$ cat config.mk
export PLATFORM = sky130hd
export DESIGN_NAME = apb_periph_top
export DESIGN_NICKNAME = d
export VERILOG_FILES = /design/src/periph_pkg.sv /design/src/reg_bus_if.sv /design/src/apb_decoder.sv /design/src/timer_unit.sv /design/src/irq_controller.sv /design/src/apb_periph_top.sv
export SDC_FILE = /design/constraint.sdc
export NUM_CORES = 1
export LEC_CHECK = 0
export ABC_AREA = 1
export BUFFER_PORTS_ARGS = -buffer_cell sky130_fd_sc_hd__buf_2
export CAP_MARGIN = 15
export CORE_UTILIZATION = 61
export DETAILED_ROUTE_END_ITERATION = 6
export PLACE_DENSITY = 0.81
export SLEW_MARGIN = 15
export SYNTH_ARGS = -nofsm -noshare
export SYNTH_HDL_FRONTEND = slang
export SYNTH_SLANG_ARGS = --single-unit
$ cat constraint.sdc
create_clock -name clk_i -period 3.79 [get_ports clk_i]
set_clock_uncertainty 0.15 [all_clocks]
set_input_delay 0.758 -clock clk_i [delete_from_list [all_inputs] [get_ports clk_i]]
set_output_delay 0.758 -clock clk_i [all_outputs]
set_load 0.005 [all_outputs]
$ cat src/periph_pkg.sv
// Address map and types shared by the APB peripheral block; at most 16 timers fit the timer region
package periph_pkg;

  localparam int AddrWidth = 12;
  localparam int DataWidth = 32;

  typedef logic [AddrWidth-1:0] addr_t;
  typedef logic [DataWidth-1:0] data_t;

  // ------------------------------------------------------------------------
  // Address map
  // ------------------------------------------------------------------------
  // Each region spans 0x100 bytes, each timer window 0x10 bytes
  localparam int RegionBits   = 8;
  localparam int TimerWinBits = 4;

  localparam addr_t TimerBase = 12'h000;
  localparam addr_t IrqBase   = 12'h100;

  // Timer window, bit 0 of ctrl is enable
  localparam logic [TimerWinBits-1:0] TimerCtrlOffs  = 4'h0;
  localparam logic [TimerWinBits-1:0] TimerCountOffs = 4'h4;
  localparam logic [TimerWinBits-1:0] TimerCmpOffs   = 4'h8;

  // Interrupt region
  localparam addr_t IrqPendingOffs = 12'h000;
  localparam addr_t IrqEnableOffs  = 12'h004;
  localparam addr_t IrqClaimOffs   = 12'h008;

  // ------------------------------------------------------------------------
  // Enums
  // ------------------------------------------------------------------------
  typedef enum logic [1:0] {
    REGION_TIMER,
    REGION_IRQ,
    REGION_NONE
  } region_e;

  typedef enum logic [1:0] {
    ST_IDLE,
    ST_READ_WAIT,
    ST_DONE
  } apb_state_e;

endpackage

$ cat src/reg_bus_if.sv
// Single-cycle register bus; addr is the offset within a region, error is combinational
`timescale 1ns/1ns

interface reg_bus_if;

  logic              req;
  logic              we;
  periph_pkg::addr_t addr;
  periph_pkg::data_t wdata;
  periph_pkg::data_t rdata;
  logic              error;

  modport host (
    output req, we, addr, wdata,
    input  rdata, error
  );

  modport device (
    input  req, we, addr, wdata,
    output rdata, error
  );

endinterface

$ cat src/apb_decoder.sv
// APB slave; writes finish in one access cycle, reads in two, unmapped space returns an error
`timescale 1ns/1ns

module apb_decoder (
  input  logic              clk_i,
  input  logic              rst_i,
  input  logic              psel_i,
  input  logic              penable_i,
  input  logic              pwrite_i,
  input  periph_pkg::addr_t paddr_i,
  input  periph_pkg::data_t pwdata_i,
  output periph_pkg::data_t prdata_o,
  output logic              pready_o,
  output logic              pslverr_o,
  reg_bus_if.host           timer_bus,
  reg_bus_if.host           irq_bus
);

  localparam int Hi = periph_pkg::AddrWidth - 1;
  localparam int Lo = periph_pkg::RegionBits;

  periph_pkg::apb_state_e state_q, state_d;
  periph_pkg::region_e    region;
  periph_pkg::addr_t      offset;
  periph_pkg::data_t      bus_rdata;
  periph_pkg::data_t      rdata_q;
  logic [Hi-Lo:0]         page;
  logic                   err_q;
  logic                   bus_err;
  logic                   access;
  logic                   bus_req;

  assign page   = paddr_i[Hi:Lo];
  assign offset = periph_pkg::addr_t'(paddr_i[Lo-1:0]);
  assign access = psel_i & penable_i;

  always_comb begin
    if (page == periph_pkg::TimerBase[Hi:Lo]) begin
      region = periph_pkg::REGION_TIMER;
    end else if (page == periph_pkg::IrqBase[Hi:Lo]) begin
      region = periph_pkg::REGION_IRQ;
    end else begin
      region = periph_pkg::REGION_NONE;
    end
  end

  // One request per transfer, write in first access cycle, read in READ_WAIT
  assign bus_req = access & (((state_q == periph_pkg::ST_IDLE) & pwrite_i) |
                             (state_q == periph_pkg::ST_READ_WAIT));

  assign timer_bus.req   = bus_req & (region == periph_pkg::REGION_TIMER);
  assign timer_bus.we    = pwrite_i;
  assign timer_bus.addr  = offset;
  assign timer_bus.wdata = pwdata_i;

  assign irq_bus.req   = bus_req & (region == periph_pkg::REGION_IRQ);
  assign irq_bus.we    = pwrite_i;
  assign irq_bus.addr  = offset;
  assign irq_bus.wdata = pwdata_i;

  always_comb begin
    case (region)
      periph_pkg::REGION_TIMER: begin
        bus_rdata = timer_bus.rdata;
        bus_err   = timer_bus.error;
      end
      periph_pkg::REGION_IRQ: begin
        bus_rdata = irq_bus.rdata;
        bus_err   = irq_bus.error;
      end
      default: begin
        bus_rdata = '0;
        bus_err   = 1'b1;
      end
    endcase
  end

  // ------------------------------------------------------------------------
  // Transfer FSM
  // ------------------------------------------------------------------------
  always_comb begin
    state_d = state_q;
    case (state_q)
      periph_pkg::ST_IDLE: begin
        // Read seen in setup phase
        if (psel_i && !penable_i && !pwrite_i) begin
          state_d = periph_pkg::ST_READ_WAIT;
        end
      end
      periph_pkg::ST_READ_WAIT: begin
        if (access) begin
          state_d = periph_pkg::ST_DONE;
        end
      end
      default: state_d = periph_pkg::ST_IDLE;
    endcase
  end

  always_ff @(posedge clk_i) begin
    if (rst_i) begin
      state_q <= periph_pkg::ST_IDLE;
    end else begin
      state_q <= state_d;
    end
  end

  // Read response held for the completing cycle
  always_ff @(posedge clk_i) begin
    if (state_q == periph_pkg::ST_READ_WAIT && access) begin
      rdata_q <= bus_rdata;
      err_q   <= bus_err;
    end
  end

  assign pready_o  = access & ((state_q == periph_pkg::ST_DONE) |
                               ((state_q == periph_pkg::ST_IDLE) & pwrite_i));
  assign pslverr_o = pready_o & ((state_q == periph_pkg::ST_DONE) ? err_q : bus_err);
  assign prdata_o  = (access && state_q == periph_pkg::ST_DONE) ? rdata_q : '0;

endmodule

$ cat src/timer_unit.sv
// Compare timers in 0x10-byte windows; the event is combinational and lasts the reload cycle
`timescale 1ns/1ns

module timer_unit #(
  parameter int NumTimers = 2
) (
  input  logic                 clk_i,
  input  logic                 rst_i,
  reg_bus_if.device            bus,
  output logic [NumTimers-1:0] timer_evt_o
);

  localparam int WinBits = periph_pkg::TimerWinBits;
  localparam int RegBits = periph_pkg::RegionBits;
  localparam int Hi      = periph_pkg::AddrWidth - 1;

  logic                 en_q    [NumTimers];
  periph_pkg::data_t    count_q [NumTimers];
  periph_pkg::data_t    cmp_q   [NumTimers];
  logic [NumTimers-1:0] sel;
  logic [WinBits-1:0]   reg_offs;
  logic                 in_region;
  logic                 wr;

  assign reg_offs  = bus.addr[WinBits-1:0];
  assign in_region = (bus.addr[Hi:RegBits] == '0);
  assign wr        = bus.req & bus.we & in_region;

  for (genvar i = 0; i < NumTimers; i++) begin : gen_timer
    assign sel[i] = (bus.addr[RegBits-1:WinBits] == (RegBits - WinBits)'(i));

    // Expiry at count == cmp, reload to zero on the same edge
    assign timer_evt_o[i] = en_q[i] & (count_q[i] == cmp_q[i]);

    always_ff @(posedge clk_i) begin
      if (rst_i) begin
        en_q[i]    <= 1'b0;
        count_q[i] <= '0;
        cmp_q[i]   <= '0;
      end else begin
        if (wr && sel[i] && reg_offs == periph_pkg::TimerCtrlOffs) begin
          en_q[i] <= bus.wdata[0];
        end
        if (wr && sel[i] && reg_offs == periph_pkg::TimerCmpOffs) begin
          cmp_q[i] <= bus.wdata;
        end
        // Software write overrides counting
        if (wr && sel[i] && reg_offs == periph_pkg::TimerCountOffs) begin
          count_q[i] <= bus.wdata;
        end else if (timer_evt_o[i]) begin
          count_q[i] <= '0;
        end else if (en_q[i]) begin
          count_q[i] <= count_q[i] + 1'b1;
        end
      end
    end
  end

  // ------------------------------------------------------------------------
  // Read mux and decode error
  // ------------------------------------------------------------------------
  always_comb begin
    bus.rdata = '0;
    bus.error = 1'b1;
    for (int i = 0; i < NumTimers; i++) begin
      if (sel[i] && in_region) begin
        case (reg_offs)
          periph_pkg::TimerCtrlOffs: begin
            bus.rdata = periph_pkg::data_t'(en_q[i]);
            bus.error = 1'b0;
          end
          periph_pkg::TimerCountOffs: begin
            bus.rdata = count_q[i];
            bus.error = 1'b0;
          end
          periph_pkg::TimerCmpOffs: begin
            bus.rdata = cmp_q[i];
            bus.error = 1'b0;
          end
          default: bus.error = 1'b1;
        endcase
      end
    end
  end

endmodule

$ cat src/irq_controller.sv
// Level-sampled sources with one target; lowest index wins, claim clears on the bus read edge
`timescale 1ns/1ns

module irq_controller #(
  parameter int NumTimers = 2,
  parameter int NumExtIrq = 2
) (
  input  logic                 clk_i,
  input  logic                 rst_i,
  input  logic [NumTimers-1:0] timer_evt_i,
  input  logic [NumExtIrq-1:0] ext_irq_i,
  reg_bus_if.device            bus,
  output logic                 irq_o
);

  localparam int NumSrc = NumTimers + NumExtIrq;

  logic [NumSrc-1:0] src;
  logic [NumSrc-1:0] pending_q;
  logic [NumSrc-1:0] enable_q;
  logic [NumSrc-1:0] active;
  logic [NumSrc-1:0] claim_mask;
  periph_pkg::data_t claim_id;
  logic              claim_rd;
  logic              enable_wr;

  assign src    = {ext_irq_i, timer_evt_i};
  assign active = pending_q & enable_q;
  assign irq_o  = |active;

  // Isolate lowest set bit
  assign claim_mask = active & (~active + 1'b1);

  always_comb begin
    claim_id = '0;
    for (int i = NumSrc - 1; i >= 0; i--) begin
      if (active[i]) begin
        claim_id = periph_pkg::data_t'(i + 1);
      end
    end
  end

  assign enable_wr = bus.req & bus.we & (bus.addr == periph_pkg::IrqEnableOffs);
  assign claim_rd  = bus.req & ~bus.we & (bus.addr == periph_pkg::IrqClaimOffs);

  // ------------------------------------------------------------------------
  // Pending and enable registers
  // ------------------------------------------------------------------------
  always_ff @(posedge clk_i) begin
    if (rst_i) begin
      pending_q <= '0;
      enable_q  <= '0;
    end else begin
      // New source activity beats a simultaneous claim
      pending_q <= (pending_q & ~({NumSrc{claim_rd}} & claim_mask)) | src;
      if (enable_wr) begin
        enable_q <= bus.wdata[NumSrc-1:0];
      end
    end
  end

  always_comb begin
    bus.rdata = '0;
    bus.error = 1'b0;
    case (bus.addr)
      periph_pkg::IrqPendingOffs: begin
        bus.rdata = periph_pkg::data_t'(pending_q);
        bus.error = bus.we;
      end
      periph_pkg::IrqEnableOffs: begin
        bus.rdata = periph_pkg::data_t'(enable_q);
      end
      periph_pkg::IrqClaimOffs: begin
        bus.rdata = claim_id;
        bus.error = bus.we;
      end
      default: bus.error = 1'b1;
    endcase
  end

endmodule

$ cat src/apb_periph_top.sv
// APB slave with timers and an interrupt controller; NumTimers + NumExtIrq must fit DataWidth
`timescale 1ns/1ns

module apb_periph_top #(
  parameter int NumTimers = 2,
  parameter int NumExtIrq = 2
) (
  input  logic                 clk_i,
  input  logic                 rst_i,
  input  logic                 psel_i,
  input  logic                 penable_i,
  input  logic                 pwrite_i,
  input  periph_pkg::addr_t    paddr_i,
  input  periph_pkg::data_t    pwdata_i,
  input  logic [NumExtIrq-1:0] ext_irq_i,
  output periph_pkg::data_t    prdata_o,
  output logic                 pready_o,
  output logic                 pslverr_o,
  output logic                 irq_o
);

  localparam int MaxTimers = 1 << (periph_pkg::RegionBits - periph_pkg::TimerWinBits);

  if ((NumTimers + NumExtIrq > periph_pkg::DataWidth) ||
      (NumTimers > MaxTimers)) begin : gen_param_check
    $error("Too many interrupt sources or timers for the register map");
  end

  reg_bus_if timer_bus ();
  reg_bus_if irq_bus ();

  logic [NumTimers-1:0] timer_evt;

  // ------------------------------------------------------------------------
  // APB front end
  // ------------------------------------------------------------------------
  apb_decoder i_apb_decoder (
    .clk_i     ( clk_i     ),
    .rst_i     ( rst_i     ),
    .psel_i    ( psel_i    ),
    .penable_i ( penable_i ),
    .pwrite_i  ( pwrite_i  ),
    .paddr_i   ( paddr_i   ),
    .pwdata_i  ( pwdata_i  ),
    .prdata_o  ( prdata_o  ),
    .pready_o  ( pready_o  ),
    .pslverr_o ( pslverr_o ),
    .timer_bus ( timer_bus ),
    .irq_bus   ( irq_bus   )
  );

  // ------------------------------------------------------------------------
  // Timers and interrupt controller
  // ------------------------------------------------------------------------
  timer_unit #(
    .NumTimers ( NumTimers )
  ) i_timer_unit (
    .clk_i       ( clk_i     ),
    .rst_i       ( rst_i     ),
    .bus         ( timer_bus ),
    .timer_evt_o ( timer_evt )
  );

  // Timer events take the low source indices, external lines sit above
  irq_controller #(
    .NumTimers ( NumTimers ),
    .NumExtIrq ( NumExtIrq )
  ) i_irq_controller (
    .clk_i       ( clk_i     ),
    .rst_i       ( rst_i     ),
    .timer_evt_i ( timer_evt ),
    .ext_irq_i   ( ext_irq_i ),
    .bus         ( irq_bus   ),
    .irq_o       ( irq_o     )
  );

endmodule

**After elaboration in Yosys (flattened, before gate mapping)**

Memories as Yosys holds them, arrays and structs flattened.
Cells that the tools add are included.

- Flip-flop bits (word level): 43
- RAM bits: 130
- Word-level logic and storage cells: 152
- Memories: 3

Memories:

| name | depth | bits a word | read ports | clocked after Yosys merged registers in | write ports | RTL line | text |
|---|---|---|---|---|---|---|---|
| i_timer_unit.cmp_q | 2 | 32 | 2 | 0 | 2 | timer_unit.sv:19 | `periph_pkg::data_t cmp_q [NumTimers];` |
| i_timer_unit.count_q | 2 | 32 | 2 | 0 | 2 | timer_unit.sv:18 | `periph_pkg::data_t count_q [NumTimers];` |
| i_timer_unit.en_q | 2 | 1 | 2 | 0 | 2 | timer_unit.sv:17 | `logic en_q [NumTimers];` |

- $add $sub $neg: 3
- Eq/ne operators: 13
- Muxes and demuxes: 70
- Bitwise operators: 34
- Reductions and logical operators: 24

Operators by type and width:

| cell | count |
|---|---|
| 32-bit 2-to-1 mux | 11 |
| 32-bit case mux with 3 select lines | 2 |
| 32-bit by 1-bit adder with 32-bit output, second input constant | 2 |
| 32-bit == test | 2 |
| 32-bit case mux with 2 select lines | 1 |
| 1-bit 2-to-1 mux | 44 |
| 4-bit AND | 4 |
| 1-bit AND | 14 |
| 1-bit logical AND | 12 |
| 12-bit logical NOT | 1 |
| 4-bit logical NOT | 3 |
| 3-bit 2-to-1 mux | 4 |
| 1-bit bitwise OR | 12 |
| 4-bit case mux with 3 select lines | 1 |
| 4-bit by 1-bit == test with 1-bit output, second input constant | 2 |
| 8-bit by 3-bit == test with 1-bit output, second input constant | 1 |
| 8-bit by 4-bit == test with 1-bit output, second input constant | 1 |
| 2-bit 2-to-1 mux | 4 |
| 4-bit inverter | 2 |
| 4-bit by 1-bit adder with 4-bit output, second input constant | 1 |
| 2-bit by 1-bit == test with 1-bit output, second input constant | 2 |
| 4-bit by 3-bit == test with 1-bit output, second input constant | 1 |
| 4-bit == test, second input constant | 1 |
| 2-bit logical NOT | 2 |
| 11 further kinds | 14 |

**Logic depth before layout (Yosys ltp)**

Gate-level depths: netlist (run 1).

- Word-level depth: 14
- Mapped depth: 11

**Cells and area by module**

From an unflattened synthesis (run 1), not the netlist that was laid out.

- Cells, all modules: 1707
- Area, all modules: 12690.9 sq um

By module, submodules not included:

| module | times used | cells an instance | area each (sq um) | seq. area each (sq um) |
|---|---|---|---|---|
| timer_unit | 1 | 1251 | 9148.8 | 3903.7 |
| apb_decoder | 1 | 337 | 2753.9 | 1031.0 |
| irq_controller | 1 | 119 | 788.3 | 160.2 |

**Worst setup path after synthesis (run 1)**

OpenSTA, ideal clock, no wires.

- Path type: input-to-reg
- Start: in paddr_i[11]
- End: mem i_timer_unit.count_q[1][0] (netlist bit) (enable)
- Library setup time: 0.389 ns
- Arrival time: 2.403 ns
- Data required time: 3.251 ns
- Setup slack: 0.848 ns
- Cell stages on the path: 8
- Buffers on the path: 1
- Path through: nor2_2 nand2_1 nor2_1 nand2_2 nor3_4 o21ai_1 buf_2 nand2_1

RTL lines:

| item | RTL line | text |
|---|---|---|
| start, declared | apb_periph_top.sv:13 | `input periph_pkg::addr_t paddr_i,` |
| end, declared | timer_unit.sv:18 |  |

**Worst setup path after layout (run 1)**

- Start: in psel_i
- End: out prdata_o[5]

- Longest elaborated chain between the ends: 3

Ends and longest elaborated chain:

| item | RTL line | text |
|---|---|---|
| start, declared | apb_periph_top.sv:10 | `input logic psel_i,` |
| 1-bit AND | apb_decoder.sv:35 | `assign access = psel_i & penable_i;` |
| 1-bit logical AND | apb_decoder.sv:118 | `assign prdata_o = (access && state_q == periph_pkg::ST_DONE) ? rdata_q : '0;` |
| 32-bit 2-to-1 mux | apb_decoder.sv:118 |  |
| end, declared | apb_periph_top.sv:16 | `output periph_pkg::data_t prdata_o,` |

Every way passes these cells.

==> results of run 1 <==
state kept, by name, indices dropped and copies added (netlist names):
signal                      flops
i_timer_unit.count_q           64
i_irq_controller.pending_q      4
i_timer_unit.en_q               2
i_timer_unit.cmp_q             64
i_apb_decoder.rdata_q          32
i_apb_decoder.err_q             1
i_irq_controller.enable_q       4
i_apb_decoder.state_q           2
cell type report:
| class | count | area, sq um | share of cell area |
|---|---|---|---|
| sequential | 173 | 5090 | 0.413 |
| multi-input combinational | 1077 | 5060 | 0.410 |
| inverter | 207 | 777 | 0.0630 |
| timing repair buffer | 104 | 568 | 0.0461 |
| clock buffer | 18 | 429 | 0.0348 |
| tap | 229 | 287 | 0.0232 |
| clock inverter | 14 | 114 | 0.00923 |
cell usage after synthesis (all sizes together):
master  count  area share
edfxtp    163        0.44
a22o        3      0.0024
a21o        1     0.00067
buf        28       0.015
o221ai      2      0.0016
nand4      12      0.0067
nor2      224       0.080
xor2       39       0.031
o22ai      32       0.018
nand2     460        0.16
ha          2      0.0022
o211ai      5      0.0034
a21oi      71       0.032
xnor2      33       0.026
nand3     112       0.051
nor3       21       0.011
a211oi      4      0.0027
inv       207       0.070
dfxtp      10       0.018
o21ai      56       0.028
clkbuf     25      0.0086
per-layer routing:
layer / global-route usage / vias up / part of all wire
met3: 0.0655 / 127 / 0.097
li1: - / 5006 / -
met2: 0.641 / 635 / 0.47
met1: 0.488 / 4755 / 0.38
met4: 0.208 / 0 / 0.055
met5: 0 / - / 0
report_power, final:
group	switching [mW]	total, mW	internal (mW)
registers	0.0763	2.23	2.15
clock network	0.811	1.66	0.851
logic	0.256	0.373	0.117
total	1.14	4.26	3.12
logic make-up after synthesis:
group	Yosys count
and+or+nand+nor	829
buffers and inverters	260
AOI/OAI and AO/OA	174
DFF	173
xor gates and xnor gates	72
adders and majority gates	2
cells in the final DEF, fill, tap and decap left out, types with 2 or more instances in the layout:
master / instances
nor2_1: 208
nand3_1: 111
inv_1: 201
buf_2: 85
o211ai_1: 5
nand4_1: 12
nand2_2: 2
inv_2: 6
a211oi_1: 4
clkinv_2: 4
o21ai_1: 4
inv_6: 4
xor2_1: 39
nor2_4: 4
o221ai_1: 2
edfxtp_1: 163
dfxtp_1: 10
o22ai_1: 32
a22o_1: 3
clkinv_4: 4
clkbuf_16: 17
nor3_1: 19
o21ai_0: 41
ha_1: 2
buf_4: 19
o21ai_2: 11
nor2_2: 12
nor3_4: 2
nand2_1: 458
a21oi_1: 71
xnor2_1: 33
per-stage QoR:
stage / power, mW / hold slack [ns] / instances / worst slack, ns / utilization
3_5_place_dp: 2.63 / 0.351 / 1790 / 0.720 / 0.656
6_report: 4.26 / 0.365 / 1822 / 0.684 / 0.686
5_1_grt: 4.36 / 0.374 / 1822 / 0.502 / 0.686
3_3_place_gp: 2.62 / 0.355 / 1790 / 0.773 / 0.656
2_1_floorplan: 2.48 / 0.312 / 1510 / 0.848 / -
4_1_cts: 4.24 / 0.366 / 1822 / 0.718 / 0.686
tightest hold or removal path: cells and delay by family (launching register included):
| kind | cells | cell delay (ns) |
|---|---|---|
| AO/OA/AOI/OAI | 2 | 0.14 |
| flip-flops | 1 | 0.33 |
worst max-delay path by stage:
stage | from | to | cells past startpoint
after floorplan | paddr_i[11] | i_timer_unit.count_q[1][0]$_SDFFCE_PN0P_ | 8
after global placement | psel_i | prdata_o[17] | 7
after detailed placement | psel_i | prdata_o[15] | 7
after CTS | psel_i | prdata_o[15] | 7
after global routing | paddr_i[1] | pslverr_o | 10
final | psel_i | prdata_o[5] | 7
==> results.md, run 1 <==
- Hold Crit Class: register to register
- DRC marker count from the first detailed-route iteration: 1,306
- Core Footprint: 18,000 sq um
- Maximum level of the CTS H-tree: 4
- Pwr/cell area: 346 nW/um^2
- Number of search-and-repair iterations in the first detailed-routing pass: 7
- Pleak: 5.10 nW
- Worst hold start: i_irq_controller.pending_q[2]$_SDFF_PP0_
- Synth Area in XOR/XNOR: 0.0564
- Internal reg-to-reg setup slack: 1.33 ns
- Count of buffering cells on the critical path with inverters included: 4
- Global-route wire length before repair: 53.5 mm
- CP Max Fanout: 19
- Critical Setup Path Class: input pin to primary output
- Drt total wl: 34.6 mm
- Remaining global-route overflow: 0
- Estimated wirelength of the detail-placed design: 25.0 mm
- Max_cap viols: 0
- Number of setup buffers added after CTS: 0
- Hold Crit Depth: 2
- Row count: 49
- Series of cell instances along the critical path: buf_2 -> nand2_1 -> nor2_1 -> inv_1 -> buf_4 -> nor2_1 -> buf_2
- Cell at the root of the clock tree: clkbuf_16
- Gpl congestion: 0.969
- Post-detailed-route count of antenna-violating nets: 0
- Number of antenna violations at the first check in global routing: 0
- CTS resizes: 0
- Depth of the worst register-to-register path: 9
- Clk_lat worst skew: 0.45 ns
- Total GRT Usage: 0.388
- Count of hold-fix buffers inserted at cts: 0
- Gate count of the mapped netlist: 1,510
- Synth-to-layout area growth: 10.4%
- Startpoint kind of the worst setup timing path: input pin
- Endpoint with the worst hold slack: i_irq_controller.pending_q[2]$_SDFF_PP0_
- Share of synthesized cell area in full adder, half adder and majority cells: 0.00224
- Failing checks: DRC
- Main combinational cell family by area after synthesis: simple AND/OR/NAND/NOR gates
- Fin nets: 1,633
- Category of cells accounting for the largest share of critical-path delay: buffers and inverters
- Total setup violations reported at the end of the flow: 0
- # diodes: 0
- Buffer depth of the longest clock path: 2
- Synthesized area: 11,200 sq um
- Proportion of synthesized chip area in sequential cells: 0.456
- Fin crit share: 0.820
- Crit-path max cell delay: 0.45 ns
- Die outline width: 137 microns
- Clock sink total: 173
- Setup TNS: 0 ns
- Run status: finished with violations
- Die span in y: 137 microns
- Fin. max-slew vios: 0
- Worst-Margin Slew: 0.826 ns
- Maximum clock frequency: 322 MHz
- Complex-gate fraction of the synthesized area: 0.0888
- Layout cells sized above 1: 0.109
- Required time of the critical path: 2.88 ns
- Total of flip-flops plus latches after synthesis: 173
- Unrepaired setup endpoints after global routing: no
- Clock-pin slew of the registers on the worst-case setup and hold paths: 0.08 ns
- Number of DRC violations after detailed routing: 1
- Largest net degree at the start of global routing: 62
- Detailed-route vias per instance: 5.78
- Final Cell Area: 12,300 sq um
- Initial Util: 0.622
- Number of failing hold endpoints at the final stage: 0
- Yosys synthesis warning count: 0
- Maximum resistive drop on vdd: 0.344 mV
- Area after DPL: 11,800 sq um
- Max-slew headroom: 0.444
- Area of the die: 18,900 sq um
- Worst R2R Start: i_timer_unit.count_q[0][0]$_DFFE_PP_
- Via count of the first global-routing pass: 9,794
- Cell type of the slowest stage on the worst timing path: inv_1
- Mux contribution to synthesized area: 0
- # fillers: 1,540
- Count of distinct cell types in the synthesized netlist: 33
- Post-Syn Nets: 1,563
- Buffers on Ports: 85
- Simple-gate portion of the synthesized area: 0.304
- Final min period: 3.11 ns
- Capture instance of the worst register-to-register path: i_timer_unit.count_q[0][18]$_DFFE_PP_
- TritonCTS clock tree: done
- Data arrival time at the worst-slack endpoint: 2.20 ns
- Routed WL per cell: 19.0 microns
- Overall via count from detail_route: 10.5k
- Critical path capture point type: primary output
- Number of buffers created by CTS: 17
- I/O pin count: 86
- Synthesized area per cell: 7.40 sq um
Power figures use the tool's default switching activity.
==> inputs of run 2 (changes only) <==
==> constraint.sdc (replaced) <==
create_clock -name clk_i -period 2.9 [get_ports clk_i]
set_clock_uncertainty 0.15 [all_clocks]
set_input_delay 0.58 -clock clk_i [delete_from_list [all_inputs] [get_ports clk_i]]
set_output_delay 0.58 -clock clk_i [all_outputs]
set_load 0.005 [all_outputs]
==> run 2 against run 1 <==
Compared with the run above: the flow now finishes without violations; final area rose by 1.5%; final cell count grew 0.77%; global-route usage fell by 0.78 points; worst hold slack got worse by 0.15 ns; critical path depth is 3 higher; critical endpoint is now i_timer_unit.count_q[1][23]$_SDFFCE_PN0P_; worst setup slack lost 0.39 ns; via count grew 1.8%; power grew 32%.
==> results.md, run 2 (synthesized netlist as in run 1, its figures left out) <==
- Run status: finished, final reports clean
- Max_cap viols: 0
- Maximum clock frequency: 384 MHz
- Met1 routed wirelength after detailed routing: 13.0 mm
- Critical path capture point type: register
- Area of the die: 18,900 sq um
- Hold Crit Depth: 3
- Hold Crit Class: input pin to register
- Critical Setup Path Class: register to register
- CTS resizes: 0
- Unrepaired setup endpoints after global routing: no
- Area after DPL: 12,000 sq um
- Clock-pin slew of the registers on the worst-case setup and hold paths: 0.07 ns
- Maximum resistive drop on vdd: 0.509 mV
- Estimated wirelength of the detail-placed design: 25.5 mm
- Cell at the root of the clock tree: clkbuf_16
- Layout cells sized above 1: 0.117
- Depth of the worst register-to-register path: 10
- DRC marker count from the first detailed-route iteration: 1,063
- Length of routed met3 wiring: 3.13 mm
- Startpoint kind of the worst setup timing path: register
- Required time of the critical path: 2.92 ns
- Drt total wl: 35.0 mm
- Number of antenna violations at the first check in global routing: 0
- Detailed-route vias per instance: 5.83
- Overall via count from detail_route: 10.7k
- Global-route wire length before repair: 52.2 mm
- Final Cell Area: 12,500 sq um
- Commonest non-fill, non-tap cells in the layout: nand2_1, nor2_1, inv_1
- Row count: 49
- Buffer depth of the longest clock path: 2
- Routed WL per cell: 19.1 microns
- Gpl congestion: 0.966
- Most frequent standard cell in the layout excluding fill and tap cells: nand2_1
- Total setup violations reported at the end of the flow: 0
- Fin nets: 1,647
- Number of failing hold endpoints at the final stage: 0
- # fillers: 1,525
- Fin crit share: 0.899
- Utilization of the core after routing: 0.696
- Setup TNS: 0 ns
- Number of DRC violations after detailed routing: 0
- Via count of the first global-routing pass: 9,978
- Top Registers: i_timer_unit.cmp_q: 64 flops, i_timer_unit.count_q: 64 flops, i_apb_decoder.rdata_q: 32 flops
- Count of hold-fix buffers inserted at cts: 0
- Data arrival time at the worst-slack endpoint: 2.63 ns
- Max-slew headroom: 0.193
- Clk_lat worst skew: 0.45 ns
- # diodes: 0
- Remaining global-route overflow: 0
- Maximum level of the CTS H-tree: 4
- Number of buffers created by CTS: 17
- Number of setup buffers added after CTS: 0
- Total GRT Usage: 0.380
- Post-detailed-route count of antenna-violating nets: 0
- Pwr/cell area: 451 nW/um^2
- CP Max Fanout: 32
- I/O pin count: 86
- Fin. max-slew vios: 0
- Highest Signal Layer: met4
- Die outline width: 137 microns
- Synth-to-layout area growth: 12.0%
- Number of search-and-repair iterations in the first detailed-routing pass: 5
- Pleak: 5.19 nW
- Core Footprint: 18,000 sq um
- Die span in y: 137 microns
- Final min period: 2.61 ns
- Largest net degree at the start of global routing: 61
- Clock sink total: 173
- TritonCTS clock tree: done
- Met2 Wirelength: 16.8 mm
- Worst-Margin Slew: 1.21 ns
- Buffers on Ports: 85
- Initial Util: 0.622
==> run 2: changes by cell type in the layout (fill, tap and decap cells not counted), moves of 2 or more <==
cell,change
inv_6,+2
clkinvlp_4,+3
buf_4,+9
inv_8,+3
clkinv_2,-3
buf_12,+5
clkinv_4,-3
==> run 2: per-stage QoR <==
step                      setup slack [ns]  total power [mW]  instances  hold slack (ns)
after detailed placement            0.0609              3.46       1804            0.333
after global routing                 0.166              5.78       1836            0.222
after CTS                            0.298              5.62       1836            0.220
after global placement               0.169              3.44       1804            0.328
final                                0.294              5.64       1836            0.217
after floorplan                      0.136              3.24       1510            0.312
==> run 2: power breakdown <==
group	leakage (nW)	total, mW	internal, mW	switching [mW]
Clock	0.263	2.22	1.13	1.09
Sequential	1.79	2.91	2.81	0.0979
Combinational	3.13	0.511	0.169	0.342
Total	5.19	5.64	4.11	1.53
==> run 2: worst paths after layout <==
check | from | end | slack (ns)
setup / recovery | i_apb_decoder.state_q[1]$_SDFFE_PP0P_ | i_timer_unit.count_q[1][23]$_SDFFCE_PN0P_ | 0.29
hold / removal | ext_irq_i[1] | i_irq_controller.pending_q[3]$_SDFF_PP0_ | 0.22
setup reg to reg | i_apb_decoder.state_q[1]$_SDFFE_PP0P_ | i_timer_unit.count_q[1][23]$_SDFFCE_PN0P_ | 0.29
hold reg to reg | i_irq_controller.pending_q[2]$_SDFF_PP0_ | i_irq_controller.pending_q[2]$_SDFF_PP0_ | 0.34
==> run 2: worst max-delay path, cell delays in order, from the launching register on <==
cell,delay (ns)
dfxtp_1,0.35
inv_1,0.09
o21ai_1,0.10
nor2_2,0.08
nand2_2,0.10
nor3_4,0.05
nor2_2,0.90
inv_2,0.10
buf_12,0.22
nand2_1,0.09
a21oi_1,0.08
==> run 2: cell type report <==
type                    count  area, sq um  area share
flip-flops and latches    173         5090       0.407
clock inverters            15          130      0.0104
multi-input cells        1077         5060       0.404
repair buffers            118          736      0.0588
clock buffers              17          425      0.0340
well taps                 229          287      0.0229
inverters                 207          777      0.0621
==> run 2: per-layer routing <==
layer | vias to the layer above | track usage
met4 | 0 | 0.238
met5 | - | 0
met3 | 132 | 0.0636
met1 | 4914 | 0.451
met2 | 645 | 0.643
li1 | 5022 | -
